**src/hdl/crop_pkg.sv**
```systemverilog
/*
 shared widths, key opcodes, register map and bus structs for the crop unit
 all positions and margins are 12 bit and wrap, no saturation anywhere
 sync is active low, blank is active high, source is progressive only
*/
package crop_pkg;

	localparam int pos_w = 12;                        // counters and margins
	localparam logic [pos_w-1:0] h_step = 12'd4;      // pixels per key press
	localparam logic [pos_w-1:0] v_step = 12'd1;      // lines per key press
	localparam logic [1:0] kbd_type_adjust = 2'd3;    // event type with adjust codes

	typedef enum logic [7:0] {
		key_reset    = 8'h41,
		key_up       = 8'h4C,
		key_down     = 8'h4D,
		key_right    = 8'h4E,
		key_left     = 8'h4F,
		key_alt_l    = 8'h64,
		key_alt_r    = 8'h65,
		key_alt_l_up = 8'hE4,
		key_alt_r_up = 8'hE5
	} key_code_e;

	typedef enum logic [3:0] {
		reg_margin_h  = 4'h0,   // left 11:0, right 27:16
		reg_margin_v  = 4'h4,   // top 11:0, bottom 27:16
		reg_mode_size = 4'h8,   // read only
		reg_status    = 4'hC    // read only
	} reg_addr_e;

	typedef struct packed {
		logic hs;
		logic vs;
		logic hblank;
		logic vblank;
	} vid_timing_t;

	typedef struct packed {
		logic [pos_w-1:0] left;
		logic [pos_w-1:0] right;
		logic [pos_w-1:0] top;
		logic [pos_w-1:0] bottom;
	} margins_t;

	typedef struct packed {
		logic [pos_w-1:0] hsize;
		logic [pos_w-1:0] vsize;
		logic [1:0]       res;
	} mode_t;

	typedef struct packed {
		logic       strobe;     // toggles once per event
		logic [1:0] evt_type;
		logic [7:0] code;
	} kbd_evt_t;

	typedef struct packed {
		logic        psel;
		logic        penable;
		logic        pwrite;
		logic [3:0]  paddr;
		logic [31:0] pwdata;
	} apb_req_t;

	typedef struct packed {
		logic [31:0] prdata;
		logic        pready;
		logic        pslverr;
	} apb_rsp_t;

endpackage

```
**src/hdl/crop_regs.sv**
```systemverilog
/*
 APB slave for margin presets and the mode snapshot, no wait states
 read data and slave error are registered in the setup phase
 the first frame after reset always counts as a mode change
*/
`timescale 1ns/1ns

module crop_regs (
	input  logic                                clk_28,
	input  logic                                rst_n,
	input  crop_pkg::apb_req_t                  apb_req,
	output crop_pkg::apb_rsp_t                  apb_rsp,
	input  crop_pkg::margins_t                  margins,
	input  logic [crop_pkg::pos_w-1:0]          hsize,
	input  logic [crop_pkg::pos_w-1:0]          vsize,
	input  logic [1:0]                          res,
	input  logic                                frame_start,
	output logic                                load,
	output logic                                load_h,
	output logic [1:0][crop_pkg::pos_w-1:0]     load_val
);
	import crop_pkg::*;

	logic        setup;
	logic        access;
	logic        addr_ok;
	logic        addr_ro;
	logic [31:0] rd_data;
	logic [31:0] prdata_q;
	logic        pslverr_q;
	mode_t       cur_mode;
	mode_t       snap;
	logic [6:0]  chg_cnt;

	assign setup  = apb_req.psel & ~apb_req.penable;
	assign access = apb_req.psel & apb_req.penable;

	always_comb begin
		addr_ok = 1'b1;
		addr_ro = 1'b0;
		rd_data = '0;
		case (apb_req.paddr)
			reg_margin_h:  rd_data = {4'h0, margins.right, 4'h0, margins.left};
			reg_margin_v:  rd_data = {4'h0, margins.bottom, 4'h0, margins.top};
			reg_mode_size: begin
				addr_ro = 1'b1;
				rd_data = {4'h0, snap.vsize, 4'h0, snap.hsize};
			end
			reg_status: begin
				addr_ro = 1'b1;
				rd_data = {17'h0, chg_cnt, 6'h0, snap.res};
			end
			default: addr_ok = 1'b0;
		endcase
	end

	// margin writes go straight to the margin store
	assign load        = access & apb_req.pwrite & addr_ok & ~addr_ro;
	assign load_h      = apb_req.paddr == reg_margin_h;
	assign load_val[0] = apb_req.pwdata[pos_w-1:0];
	assign load_val[1] = apb_req.pwdata[16 +: pos_w];

	always_ff @(posedge clk_28) begin
		if (setup) prdata_q <= apb_req.pwrite ? 32'h0 : rd_data;
	end

	always_ff @(posedge clk_28) begin
		if (!rst_n)
			pslverr_q <= 1'b0;
		else if (setup)
			pslverr_q <= ~addr_ok | (apb_req.pwrite & addr_ro);
		else if (!access)
			pslverr_q <= 1'b0;
	end

	assign apb_rsp.prdata  = prdata_q;
	assign apb_rsp.pready  = access;
	assign apb_rsp.pslverr = pslverr_q;

	//////////////////////////////////////////////////////////////////////
	// mode snapshot
	//////////////////////////////////////////////////////////////////////

	assign cur_mode = '{hsize: hsize, vsize: vsize, res: res};

	always_ff @(posedge clk_28) begin
		if (!rst_n) begin
			snap    <= '0;
			chg_cnt <= '0;
		end else if (frame_start) begin
			snap <= cur_mode;
			if (cur_mode != snap) chg_cnt <= chg_cnt + 1'd1;   // wraps at 128
		end
	end

endmodule

```
**src/hdl/frame_timer.sv**
```systemverilog
/*
 vertical measurement, vertical crop blank and the display enable
 vertical blank is updated once per line, at the end of hbl
 crop lines are one line early since the compare runs before the line steps
*/
`timescale 1ns/1ns

module frame_timer (
	input  logic                          clk_28,
	input  logic                          rst_n,
	input  crop_pkg::vid_timing_t         vid,
	input  logic                          hbl,
	input  crop_pkg::margins_t            margins,
	output logic [crop_pkg::pos_w-1:0]    vsize,
	output logic                          frame_start,
	output logic                          de
);
	import crop_pkg::*;

	logic             old_vs;
	logic             old_hs;
	logic             old_vblank;
	logic             old_hbl;
	logic [pos_w-1:0] vcnt;
	logic [pos_w-1:0] first_act;    // first active line
	logic [pos_w-1:0] last_act;     // first blank line after active
	logic [pos_w-1:0] vmax;         // frame length in lines
	logic             svbl;         // margin blank
	logic             fvbl;         // forced blank, line 0 and last 3
	logic             hde;

	wire vblank      = vid.vblank | ~vid.vs;     // combined vertical blank
	wire vs_fall     = old_vs & ~vid.vs;
	wire hs_fall     = old_hs & ~vid.hs;
	wire vblank_fall = old_vblank & ~vblank;
	wire vblank_rise = ~old_vblank & vblank;
	wire hbl_end     = old_hbl & ~hbl;

	assign de = hde & ~svbl & ~fvbl;

	//////////////////////////////////////////////////////////////////////
	// line counter and edge capture
	//////////////////////////////////////////////////////////////////////

	always_ff @(posedge clk_28) begin
		if (!rst_n) begin
			old_vs      <= 1'b1;
			old_hs      <= 1'b1;
			old_vblank  <= 1'b1;
			vcnt        <= '0;
			first_act   <= '0;
			last_act    <= '0;
			vmax        <= '0;
			vsize       <= '0;
			frame_start <= 1'b0;
		end else begin
			old_vs     <= vid.vs;
			old_hs     <= vid.hs;
			old_vblank <= vblank;

			if (!vid.vs)
				vcnt <= '0;
			else if (hs_fall)
				vcnt <= vcnt + 1'd1;

			if (vblank_fall) first_act <= vcnt;
			if (vs_fall)     vmax      <= vcnt;
			if (vblank_rise) begin
				last_act <= vcnt;
				vsize    <= vcnt - first_act;
			end

			frame_start <= vblank_fall;    // one cycle after the fall
		end
	end

	//////////////////////////////////////////////////////////////////////
	// vertical crop and enable
	//////////////////////////////////////////////////////////////////////

	always_ff @(posedge clk_28) begin
		if (!rst_n) begin
			old_hbl <= 1'b1;
			svbl    <= 1'b1;
			fvbl    <= 1'b1;
			hde     <= 1'b0;
		end else begin
			old_hbl <= hbl;
			hde     <= ~hbl;
			if (hbl_end) begin
				if (vcnt == first_act + margins.top - 1'd1)   svbl <= 1'b0;
				if (vcnt == last_act + margins.bottom - 1'd1) svbl <= 1'b1;

				if (vcnt == pos_w'(1))        fvbl <= 1'b0;
				if (vcnt == vmax - pos_w'(3)) fvbl <= 1'b1;
			end
		end
	end

endmodule

```
**src/hdl/line_timer.sv**
```systemverilog
/*
 horizontal measurement and crop blank, one pixel per clk_28
 crop edges land 2 pixels early to line up with the registered de
 margins that push an edge outside the line never match and leave it stuck
*/
`timescale 1ns/1ns

module line_timer (
	input  logic                          clk_28,
	input  logic                          rst_n,
	input  crop_pkg::vid_timing_t         vid,
	input  crop_pkg::margins_t            margins,
	output logic                          hbl,
	output logic [crop_pkg::pos_w-1:0]    hsize
);
	import crop_pkg::*;

	logic             old_hs;
	logic             old_hblank;
	logic [pos_w-1:0] hcnt;
	logic [pos_w-1:0] act_start;    // first active pixel
	logic [pos_w-1:0] act_end;      // first blank pixel after active
	logic [pos_w-1:0] hmax;         // line length
	logic             shbl;         // margin blank
	logic             fhbl;         // forced blank near the line ends

	wire hs_fall     = old_hs & ~vid.hs;
	wire hblank_fall = old_hblank & ~vid.hblank;
	wire hblank_rise = ~old_hblank & vid.hblank;

	assign hbl = fhbl | shbl | ~vid.hs;

	//////////////////////////////////////////////////////////////////////
	// pixel counter and edge capture
	//////////////////////////////////////////////////////////////////////

	always_ff @(posedge clk_28) begin
		if (!rst_n) begin
			old_hs     <= 1'b1;
			old_hblank <= 1'b1;
			hcnt       <= '0;
			act_start  <= '0;
			act_end    <= '0;
			hmax       <= '0;
			hsize      <= '0;
		end else begin
			old_hs     <= vid.hs;
			old_hblank <= vid.hblank;

			if (!vid.hs)
				hcnt <= '0;                     // held during sync
			else
				hcnt <= hcnt + 1'd1;

			if (hblank_fall) act_start <= hcnt;
			if (hs_fall)     hmax      <= hcnt;
			if (hblank_rise) begin
				act_end <= hcnt;
				hsize   <= hcnt - act_start;    // active width of this line
			end
		end
	end

	//////////////////////////////////////////////////////////////////////
	// crop blank
	//////////////////////////////////////////////////////////////////////

	always_ff @(posedge clk_28) begin
		if (!rst_n) begin
			shbl <= 1'b1;
			fhbl <= 1'b1;
		end else begin
			if (hcnt == act_start + margins.left - 2'd2) shbl <= 1'b0;
			if (hcnt == act_end + margins.right - 2'd2)  shbl <= 1'b1;

			if (hcnt == pos_w'(8))        fhbl <= 1'b0;
			if (hcnt == hmax - pos_w'(8)) fhbl <= 1'b1;   // last 8 pixels
		end
	end

endmodule

```
**src/hdl/margin_keys.sv**
```systemverilog
/*
 crop margin store, adjusted by keyboard codes or loaded over APB
 a key acts two cycles after the strobe rises, a load in the same cycle wins
 margins wrap, so stepping below zero gives a large margin
*/
`timescale 1ns/1ns

module margin_keys (
	input  logic                                clk_28,
	input  logic                                rst_n,
	input  crop_pkg::kbd_evt_t                  kbd,
	input  logic                                load,
	input  logic                                load_h,
	input  logic [1:0][crop_pkg::pos_w-1:0]     load_val,
	output crop_pkg::margins_t                  margins
);
	import crop_pkg::*;

	logic       old_stb;
	logic       key_stb;    // registered strobe edge
	logic [7:0] key_q;
	logic       alt;

	wire adj_stb  = kbd.strobe & (kbd.evt_type == kbd_type_adjust);
	wire adj_rise = adj_stb & ~old_stb;

	always_ff @(posedge clk_28) begin
		if (adj_rise) key_q <= kbd.code;
	end

	always_ff @(posedge clk_28) begin
		if (!rst_n) begin
			old_stb <= 1'b0;
			key_stb <= 1'b0;
			alt     <= 1'b0;
			margins <= '0;
		end else begin
			old_stb <= adj_stb;
			key_stb <= adj_rise;

			if (key_stb) begin
				case (key_q)
					key_reset: margins <= '0;
					key_up:    if (alt) margins.bottom <= margins.bottom + v_step;
					           else     margins.top    <= margins.top + v_step;
					key_down:  if (alt) margins.bottom <= margins.bottom - v_step;
					           else     margins.top    <= margins.top - v_step;
					key_left:  if (alt) margins.right  <= margins.right + h_step;
					           else     margins.left   <= margins.left + h_step;
					key_right: if (alt) margins.right  <= margins.right - h_step;
					           else     margins.left   <= margins.left - h_step;
					key_alt_l, key_alt_r:       alt <= 1'b1;
					key_alt_l_up, key_alt_r_up: alt <= 1'b0;
					default: ;                  // other codes ignored
				endcase
			end

			if (load) begin
				if (load_h) begin
					margins.left  <= load_val[0];
					margins.right <= load_val[1];
				end else begin
					margins.top    <= load_val[0];
					margins.bottom <= load_val[1];
				end
			end
		end
	end

endmodule

```
**src/hdl/video_crop.sv**
```systemverilog
/*
 video crop unit top, all blocks in the clk_28 pixel domain
 inputs are expected already synchronous to clk_28
*/
`timescale 1ns/1ns

module video_crop (
	input  logic                     clk_28,
	input  logic                     rst_n,
	input  crop_pkg::vid_timing_t    vid,
	input  logic [1:0]               res,
	input  crop_pkg::kbd_evt_t       kbd,
	input  crop_pkg::apb_req_t       apb_req,
	output crop_pkg::apb_rsp_t       apb_rsp,
	output logic                     de
);
	import crop_pkg::*;

	margins_t                margins;
	logic                    hbl;
	logic [pos_w-1:0]        hsize;
	logic [pos_w-1:0]        vsize;
	logic                    frame_start;
	logic                    load;
	logic                    load_h;
	logic [1:0][pos_w-1:0]   load_val;

	line_timer line_timer_inst (
		.clk_28  (clk_28),
		.rst_n   (rst_n),
		.vid     (vid),
		.margins (margins),
		.hbl     (hbl),
		.hsize   (hsize)
	);

	frame_timer frame_timer_inst (
		.clk_28      (clk_28),
		.rst_n       (rst_n),
		.vid         (vid),
		.hbl         (hbl),
		.margins     (margins),
		.vsize       (vsize),
		.frame_start (frame_start),
		.de          (de)
	);

	margin_keys margin_keys_inst (
		.clk_28   (clk_28),
		.rst_n    (rst_n),
		.kbd      (kbd),
		.load     (load),
		.load_h   (load_h),
		.load_val (load_val),
		.margins  (margins)
	);

	crop_regs crop_regs_inst (
		.clk_28      (clk_28),
		.rst_n       (rst_n),
		.apb_req     (apb_req),
		.apb_rsp     (apb_rsp),
		.margins     (margins),
		.hsize       (hsize),
		.vsize       (vsize),
		.res         (res),
		.frame_start (frame_start),
		.load        (load),
		.load_h      (load_h),
		.load_val    (load_val)
	);

endmodule

```
**config.mk**
```make
export PLATFORM = sky130hd
export DESIGN_NAME = video_crop
export DESIGN_NICKNAME = d
export VERILOG_FILES = /design/src/hdl/crop_pkg.sv /design/src/hdl/crop_regs.sv /design/src/hdl/frame_timer.sv /design/src/hdl/line_timer.sv /design/src/hdl/margin_keys.sv /design/src/hdl/video_crop.sv
export SDC_FILE = /design/constraint.sdc
export NUM_CORES = 1
export LEC_CHECK = 0
export ABC_CLOCK_PERIOD_IN_PS = 2850
export BUFFER_PORTS_ARGS = -buffer_cell sky130_fd_sc_hd__buf_2
export CAP_MARGIN = 30
export CORE_MARGIN = 2
export CORE_UTILIZATION = 43
export CTS_BUF_LIST = sky130_fd_sc_hd__clkbuf_8
export CTS_CLUSTER_SIZE = 14
export DETAILED_ROUTE_END_ITERATION = 12
export PLACE_DENSITY_LB_ADDON = 0.05
export SYNTH_ARGS = -nofsm -noshare
export SYNTH_HDL_FRONTEND = slang
export SYNTH_HIERARCHICAL = 1
export SYNTH_SLANG_ARGS = --single-unit
```
**constraint.sdc**
```tcl
create_clock -name clk_28 -period 2.85 [get_ports clk_28]
set_clock_uncertainty 0.15 [all_clocks]
set_input_delay 0.285 -clock clk_28 [delete_from_list [all_inputs] [get_ports clk_28]]
set_output_delay 0.285 -clock clk_28 [all_outputs]
set_load 0.01 [all_outputs]
```
# Yosys cells after proc, flatten, opt, wreduce, memory -nomap -nowiden
# Index checks and enable logic that the tools add are counted.
[totals]
register_bits = 256
input_bits = 58
out_inout_bits = 35
[op_classes]
add_sub_neg = 23
eq_ne = 23
mux = 24
bitwise_logic = 35
reduce_logical = 16
[op_table]
columns = ["operator", "count"]
rows = [
  ["case mux 24 bit (3 select lines)", 2],
  ["case mux 28 bit (4 select lines)", 1],
  ["2-to-1 mux 12 bit", 8],
  ["2-to-1 mux 48 bit", 2],
  ["equality test 12 bit", 6],
  ["equality test 8 x 7 -> 1 bit, second input constant", 7],
  ["adder 12 x 1 -> 12 bit, second input constant", 4],
  ["adder 12 bit", 4],
  ["2-to-1 mux 24 bit", 2],
  ["subtractor 12 x 1 -> 12 bit, second input constant", 4],
  ["subtractor 12 x 2 -> 12 bit, second input constant", 3],
  ["inequality test 26 bit", 1],
  ["adder 12 x 3 -> 12 bit, second input constant", 2],
  ["subtractor 12 bit", 2],
  ["subtractor 12 x 3 -> 12 bit, second input constant", 2],
  ["bitwise AND 1 bit", 17],
  ["equality test 8 bit, second input constant", 2],
  ["inverter 1 bit", 14],
  ["equality test 12 x 1 -> 1 bit, second input constant", 1],
  ["equality test 12 x 4 -> 1 bit, second input constant", 1],
  ["AND reduction 2 bit", 6],
  ["subtractor 12 x 4 -> 12 bit, second input constant", 1],
  ["OR reduction 2 bit", 5],
  ["equality test 4 bit, second input constant", 2],
  ["other kinds (10)", 22],
]

# Longest topological paths before layout
[logic_depth]
depth_word = 6
depth_mapped = 13

# Modules after synthesis
# The synthesis kept the hierarchy.
[modules_own_cells]
columns = ["module", "n_inst", "cells_each", "area_per_inst_um2"]
rows = [
  ["frame_timer", 1, 673, 5196.2],
  ["line_timer", 1, 653, 5071.1],
  ["margin_keys", 1, 526, 4031.4],
  ["crop_regs", 1, 315, 3347.0],
]

# Least setup slack after synthesis
# OpenSTA, ideal clock, no wires.
[synth_timing]
kind = "flip-flop to flip-flop"
start = "reg line_timer_inst.act_start[1]"
end = "reg line_timer_inst.shbl"
arrival_ps = 2624
required_time_ps = 2567
setup_slack_ps = -57
stages_incl_launch_ff = 14
path_buffers = 0
period_less_slack_ps = 2907
cell_sequence = "dfxtp_1 > inv_1 > ha_1 > inv_1 > ha_1 > inv_1 > fa_1 > nor2b_4 > or4_4 > a2111oi_4 > o22ai_1 > nand4b_4 > o31ai_2 > o311ai_1"
[synth_between]
elab_chain_len = 3
[synth_lines]
columns = ["element", "line_no", "source"]
rows = [
  ["from (decl)", "line_timer.sv:21", "logic [pos_w-1:0] act_start;"],
  ["from (signal assigned)", "line_timer.sv:55", "if (hblank_fall) act_start <= hcnt;"],
  ["adder 12 bit", "line_timer.sv:73", "if (hcnt == act_start + margins.left - 2'd2) shbl <= 1'b0;"],
  ["subtractor 12 x 2 -> 12 bit", "line_timer.sv:73", ""],
  ["equality test 12 bit", "line_timer.sv:73", ""],
  ["to (signal assigned)", "line_timer.sv:70", "shbl <= 1'b1;"],
  ["to (signal assigned)", "line_timer.sv:73", ""],
  ["to (signal assigned)", "line_timer.sv:74", "if (hcnt == act_end + margins.right - 2'd2) shbl <= 1'b1;"],
  ["to (decl)", "line_timer.sv:24", "logic shbl;"],
]
# Every way passes these cells.
# A chain may end at the register's enable or synchronous reset.

# Worst setup path after layout
# Same ends and word-level chain as after synthesis.

==> metrics.txt <==
status=complete, but fails checks; failing checks=setup timing; Hold Path Stages=2; CP startpoint kind=flop; Synth Register Bits=between 200 and 300; TritonCTS Buffers=48; WL met1=26500 um; largest net degree at the start of global routing=64; clock root cell=clkbuf_8; Power Dens Cells=roughly 400 nW/um^2; max_slew headroom=a little under two fifths; P_leak=8.16 nW; max_cap viols=0; global-route wire length before repair=around 85000 um; share of cells above drive strength 1=16.2%; # IOs=93; end of the worst hold path=margin_keys_inst/margins[11]; post-layout min period=around 2.9 ns; peak supply drop=between 0.3 and 0.4 mV; Gate Count Post-Synth=around 2200; Reg clk slew, reported paths=0.07 ns; Post-synth EDFFs=35; final max-slew violation count=0; RSZ-0062 raised after global routing=true; Distinct cells, synth=92; RR Endpoint=line_timer_inst/shbl; Initial DRC Count=about 1000; Worst Tran Pin Value=approximately 0.92 ns; # H-tree levels=2; CTS tree=built; R2R cell count=13; Initial Utilization=between 40% and 50%; Power Total=~0.0085 W; crit path max fanout=2; vias in the first global route=about 15000; HP Class=in -> reg; row cnt=74; Die Span X=just over 200 um; Residual DRC=0; clk_lat worst skew=around 0.64 ns; syn_area_per_cell=between 8 and 9 um^2; Nets=2521; Die Y=approximately 210 um; Synth Flop Type=dfxtp_1; sequential share of the synthesized area=a little under a third; ys async rst share=0%; post-route ant nets=0; crit path DAT=around 3.2 ns; WL/cell=roughly 19 um; pre-CTS setup slack=-0.223 ns; met3 WL=about 3800 um; Routed WL=~56000 um; reg2reg setup slack=-0.01 ns; crit end category=flop; CP Launch Point=line_timer_inst/act_start[1]; First-pass DRT Iterations=5; setup TNS=-0.0232 ns; Fmax achieved=between 0.3 and 0.4 GHz; Data required, critical path=approximately 3.2 ns; hold path startpoint=rst_n; initial antenna violation count=0; endpoints failing hold=0; Yosys warnings=6; Max Root-Sink Buffers=3; Final HPWL DP=41900 um; final worst slack=-0.0142 ns; fill cell count=around 4000; global-route usage over all layers=25.9%; Reg-to-Reg Start=line_timer_inst/act_start[1]; Area Growth Syn to Fin=17.8%; Final setup violation count=2; Crit Path Category=reg -> reg; post-DR vias/cell=between 5 and 6; DIE AREA=~43000 um^2; post-synthesis cell area=17600 um^2; WL met2=approximately 24000 um; Final Cycle Share=100%; Core Region=40600 um^2; I/O Buffers=79; CTS sink count=approximately 250; GRT overflow=0; highest routed metal layer=met4; RD Place Congestion=about 0.94; total number of vias=between 15000 and 20000
logic make-up (layout without fill, tap and decap cells):
family,count (synthesis),in the layout,share of synthesized area (%)
AND/OR/NAND/NOR,755,755,22.2
buffers and inverters,348,552,8.55
other,1,6,0.0213
flip-flops,252,252,30.6
adder cells (fa/ha/maj),127,127,9.26
AO/OA/AOI/OAI,462,462,17.7
XOR/XNOR,160,160,8.03
multiplexers,62,62,3.65
layer usage:
layer	up-vias	GRT usage (%)
li1	7891	-
met1	7565	36.5
met2	446	40.0
met3	84	4.44
met4	0	8.75
met5	-	0
timing repair:
item,in CTS,in global routing
endpoints found under the setup margin,2,2
gates resized for setup,25,14
buffers inserted,2,1
hold endpoints to repair,85,0
hold buffers,49,0
pin swaps,13,8
how the worst max path moves through the flow:
stage / slack [ns] / end / cells past startpoint
floorplan: 0.04 / line_timer_inst/shbl / 13
global placement: -0.17 / line_timer_inst/shbl / 13
detailed placement: -0.22 / line_timer_inst/shbl / 13
CTS: -0.001 / line_timer_inst/shbl / 11
global route: -0.14 / frame_timer_inst/svbl / 13
finish: -0.01 / line_timer_inst/shbl / 13
area by class of cell:
cell class	count	area [um^2]	area share (%)
timing repair buffer	262	1930	9.29
inverter	201	757	3.64
clock buffer	62	853	4.10
multi-input combinational	1571	10900	52.5
sequential	252	5410	26.0
clock inverter	27	260	1.25
tap	532	666	3.20
antenna	1	2.50	0.0120
through the flow:
| step | hold slack (ns) | utilization [%] | cell area [um^2] | std cells |
|---|---|---|---|---|
| floorplan | 0.234 | - | 17700 | 2171 |
| global placement | 0.264 | 46.8 | 19000 | 2766 |
| detailed placement | 0.270 | 46.8 | 19000 | 2766 |
| CTS | -0.0382 | 51.0 | 20700 | 2906 |
| global route | 0.000332 | 51.1 | 20800 | 2907 |
| finish | 0.0203 | 51.1 | 20800 | 2908 |
state kept, by name, indices dropped and copies added, names as in the netlist, 7 cells and up:
signal,count
margin_keys_inst/margins,48
crop_regs_inst/prdata_q,27
crop_regs_inst/snap,26
frame_timer_inst/first_act,12
frame_timer_inst/last_act,12
frame_timer_inst/vcnt,12
frame_timer_inst/vmax,12
frame_timer_inst/vsize,12
line_timer_inst/act_end,12
line_timer_inst/act_start,12
line_timer_inst/hcnt,12
line_timer_inst/hmax,12
line_timer_inst/hsize,12
margin_keys_inst/key_q,8
crop_regs_inst/chg_cnt,7
cell usage in the layout, fill, tap and decap left out, types with 13 or more instances in the layout:
cell type	synthesis	final
xor2_1	68	68
nand3_1	82	82
edfxtp_1	35	35
mux2_2	19	19
nor2_1	128	128
buf_4	36	132
a22oi_1	36	36
nand2_1	218	218
mux2i_1	43	43
buf_2	8	78
nor2b_1	49	47
inv_1	201	203
a21boi_0	86	86
ha_1	121	115
a31oi_1	26	26
o21a_1	18	18
and3_1	17	17
xnor2_1	90	89
a21oi_1	86	83
dfxtp_1	217	209
or3_1	20	20
dlygate4sd3_1	0	49
nand4_1	29	29
nand2b_1	19	19
and2_1	21	21
clkbuf_8	2	62
o21ai_0	92	91
nor3_1	61	60
a211oi_1	14	14
nor4_1	16	15
nor3b_1	14	13
power by group:
| group | switching (W) | total, W | internal, W |
|---|---|---|---|
| logic | 0.000401 | 0.000696 | 0.000296 |
| clock network | 0.00170 | 0.00411 | 0.00242 |
| registers | 0.0000335 | 0.00367 | 0.00364 |
cells in the mapped netlist, types with 43 or more instances:
master | instances | area, um^2
xor2_1 | 68 | 596
a21boi_0 | 86 | 646
clkbuf_1 | 87 | 327
nor2b_1 | 49 | 307
a21oi_1 | 86 | 430
nand2_1 | 218 | 818
xnor2_1 | 90 | 788
inv_1 | 201 | 754
mux2i_1 | 43 | 430
dfxtp_1 | 217 | 4340
nor2_1 | 128 | 480
o21ai_0 | 92 | 460
ha_1 | 121 | 1510
nand3_1 | 82 | 410
nor3_1 | 61 | 305
worst max-delay path: stages, from the launching register on:
cell       delay [ns]
dfxtp_2          0.33
inv_2            0.05
ha_4             0.27
inv_4            0.03
ha_4             0.15
inv_2            0.05
fa_2             0.22
nor2b_4          0.05
or4_4            0.49
a2111oi_4        0.33
o22ai_2          0.12
nand4b_4         0.18
o31ai_2          0.18
o311ai_1         0.12
(Power assumes the default switching activity.)
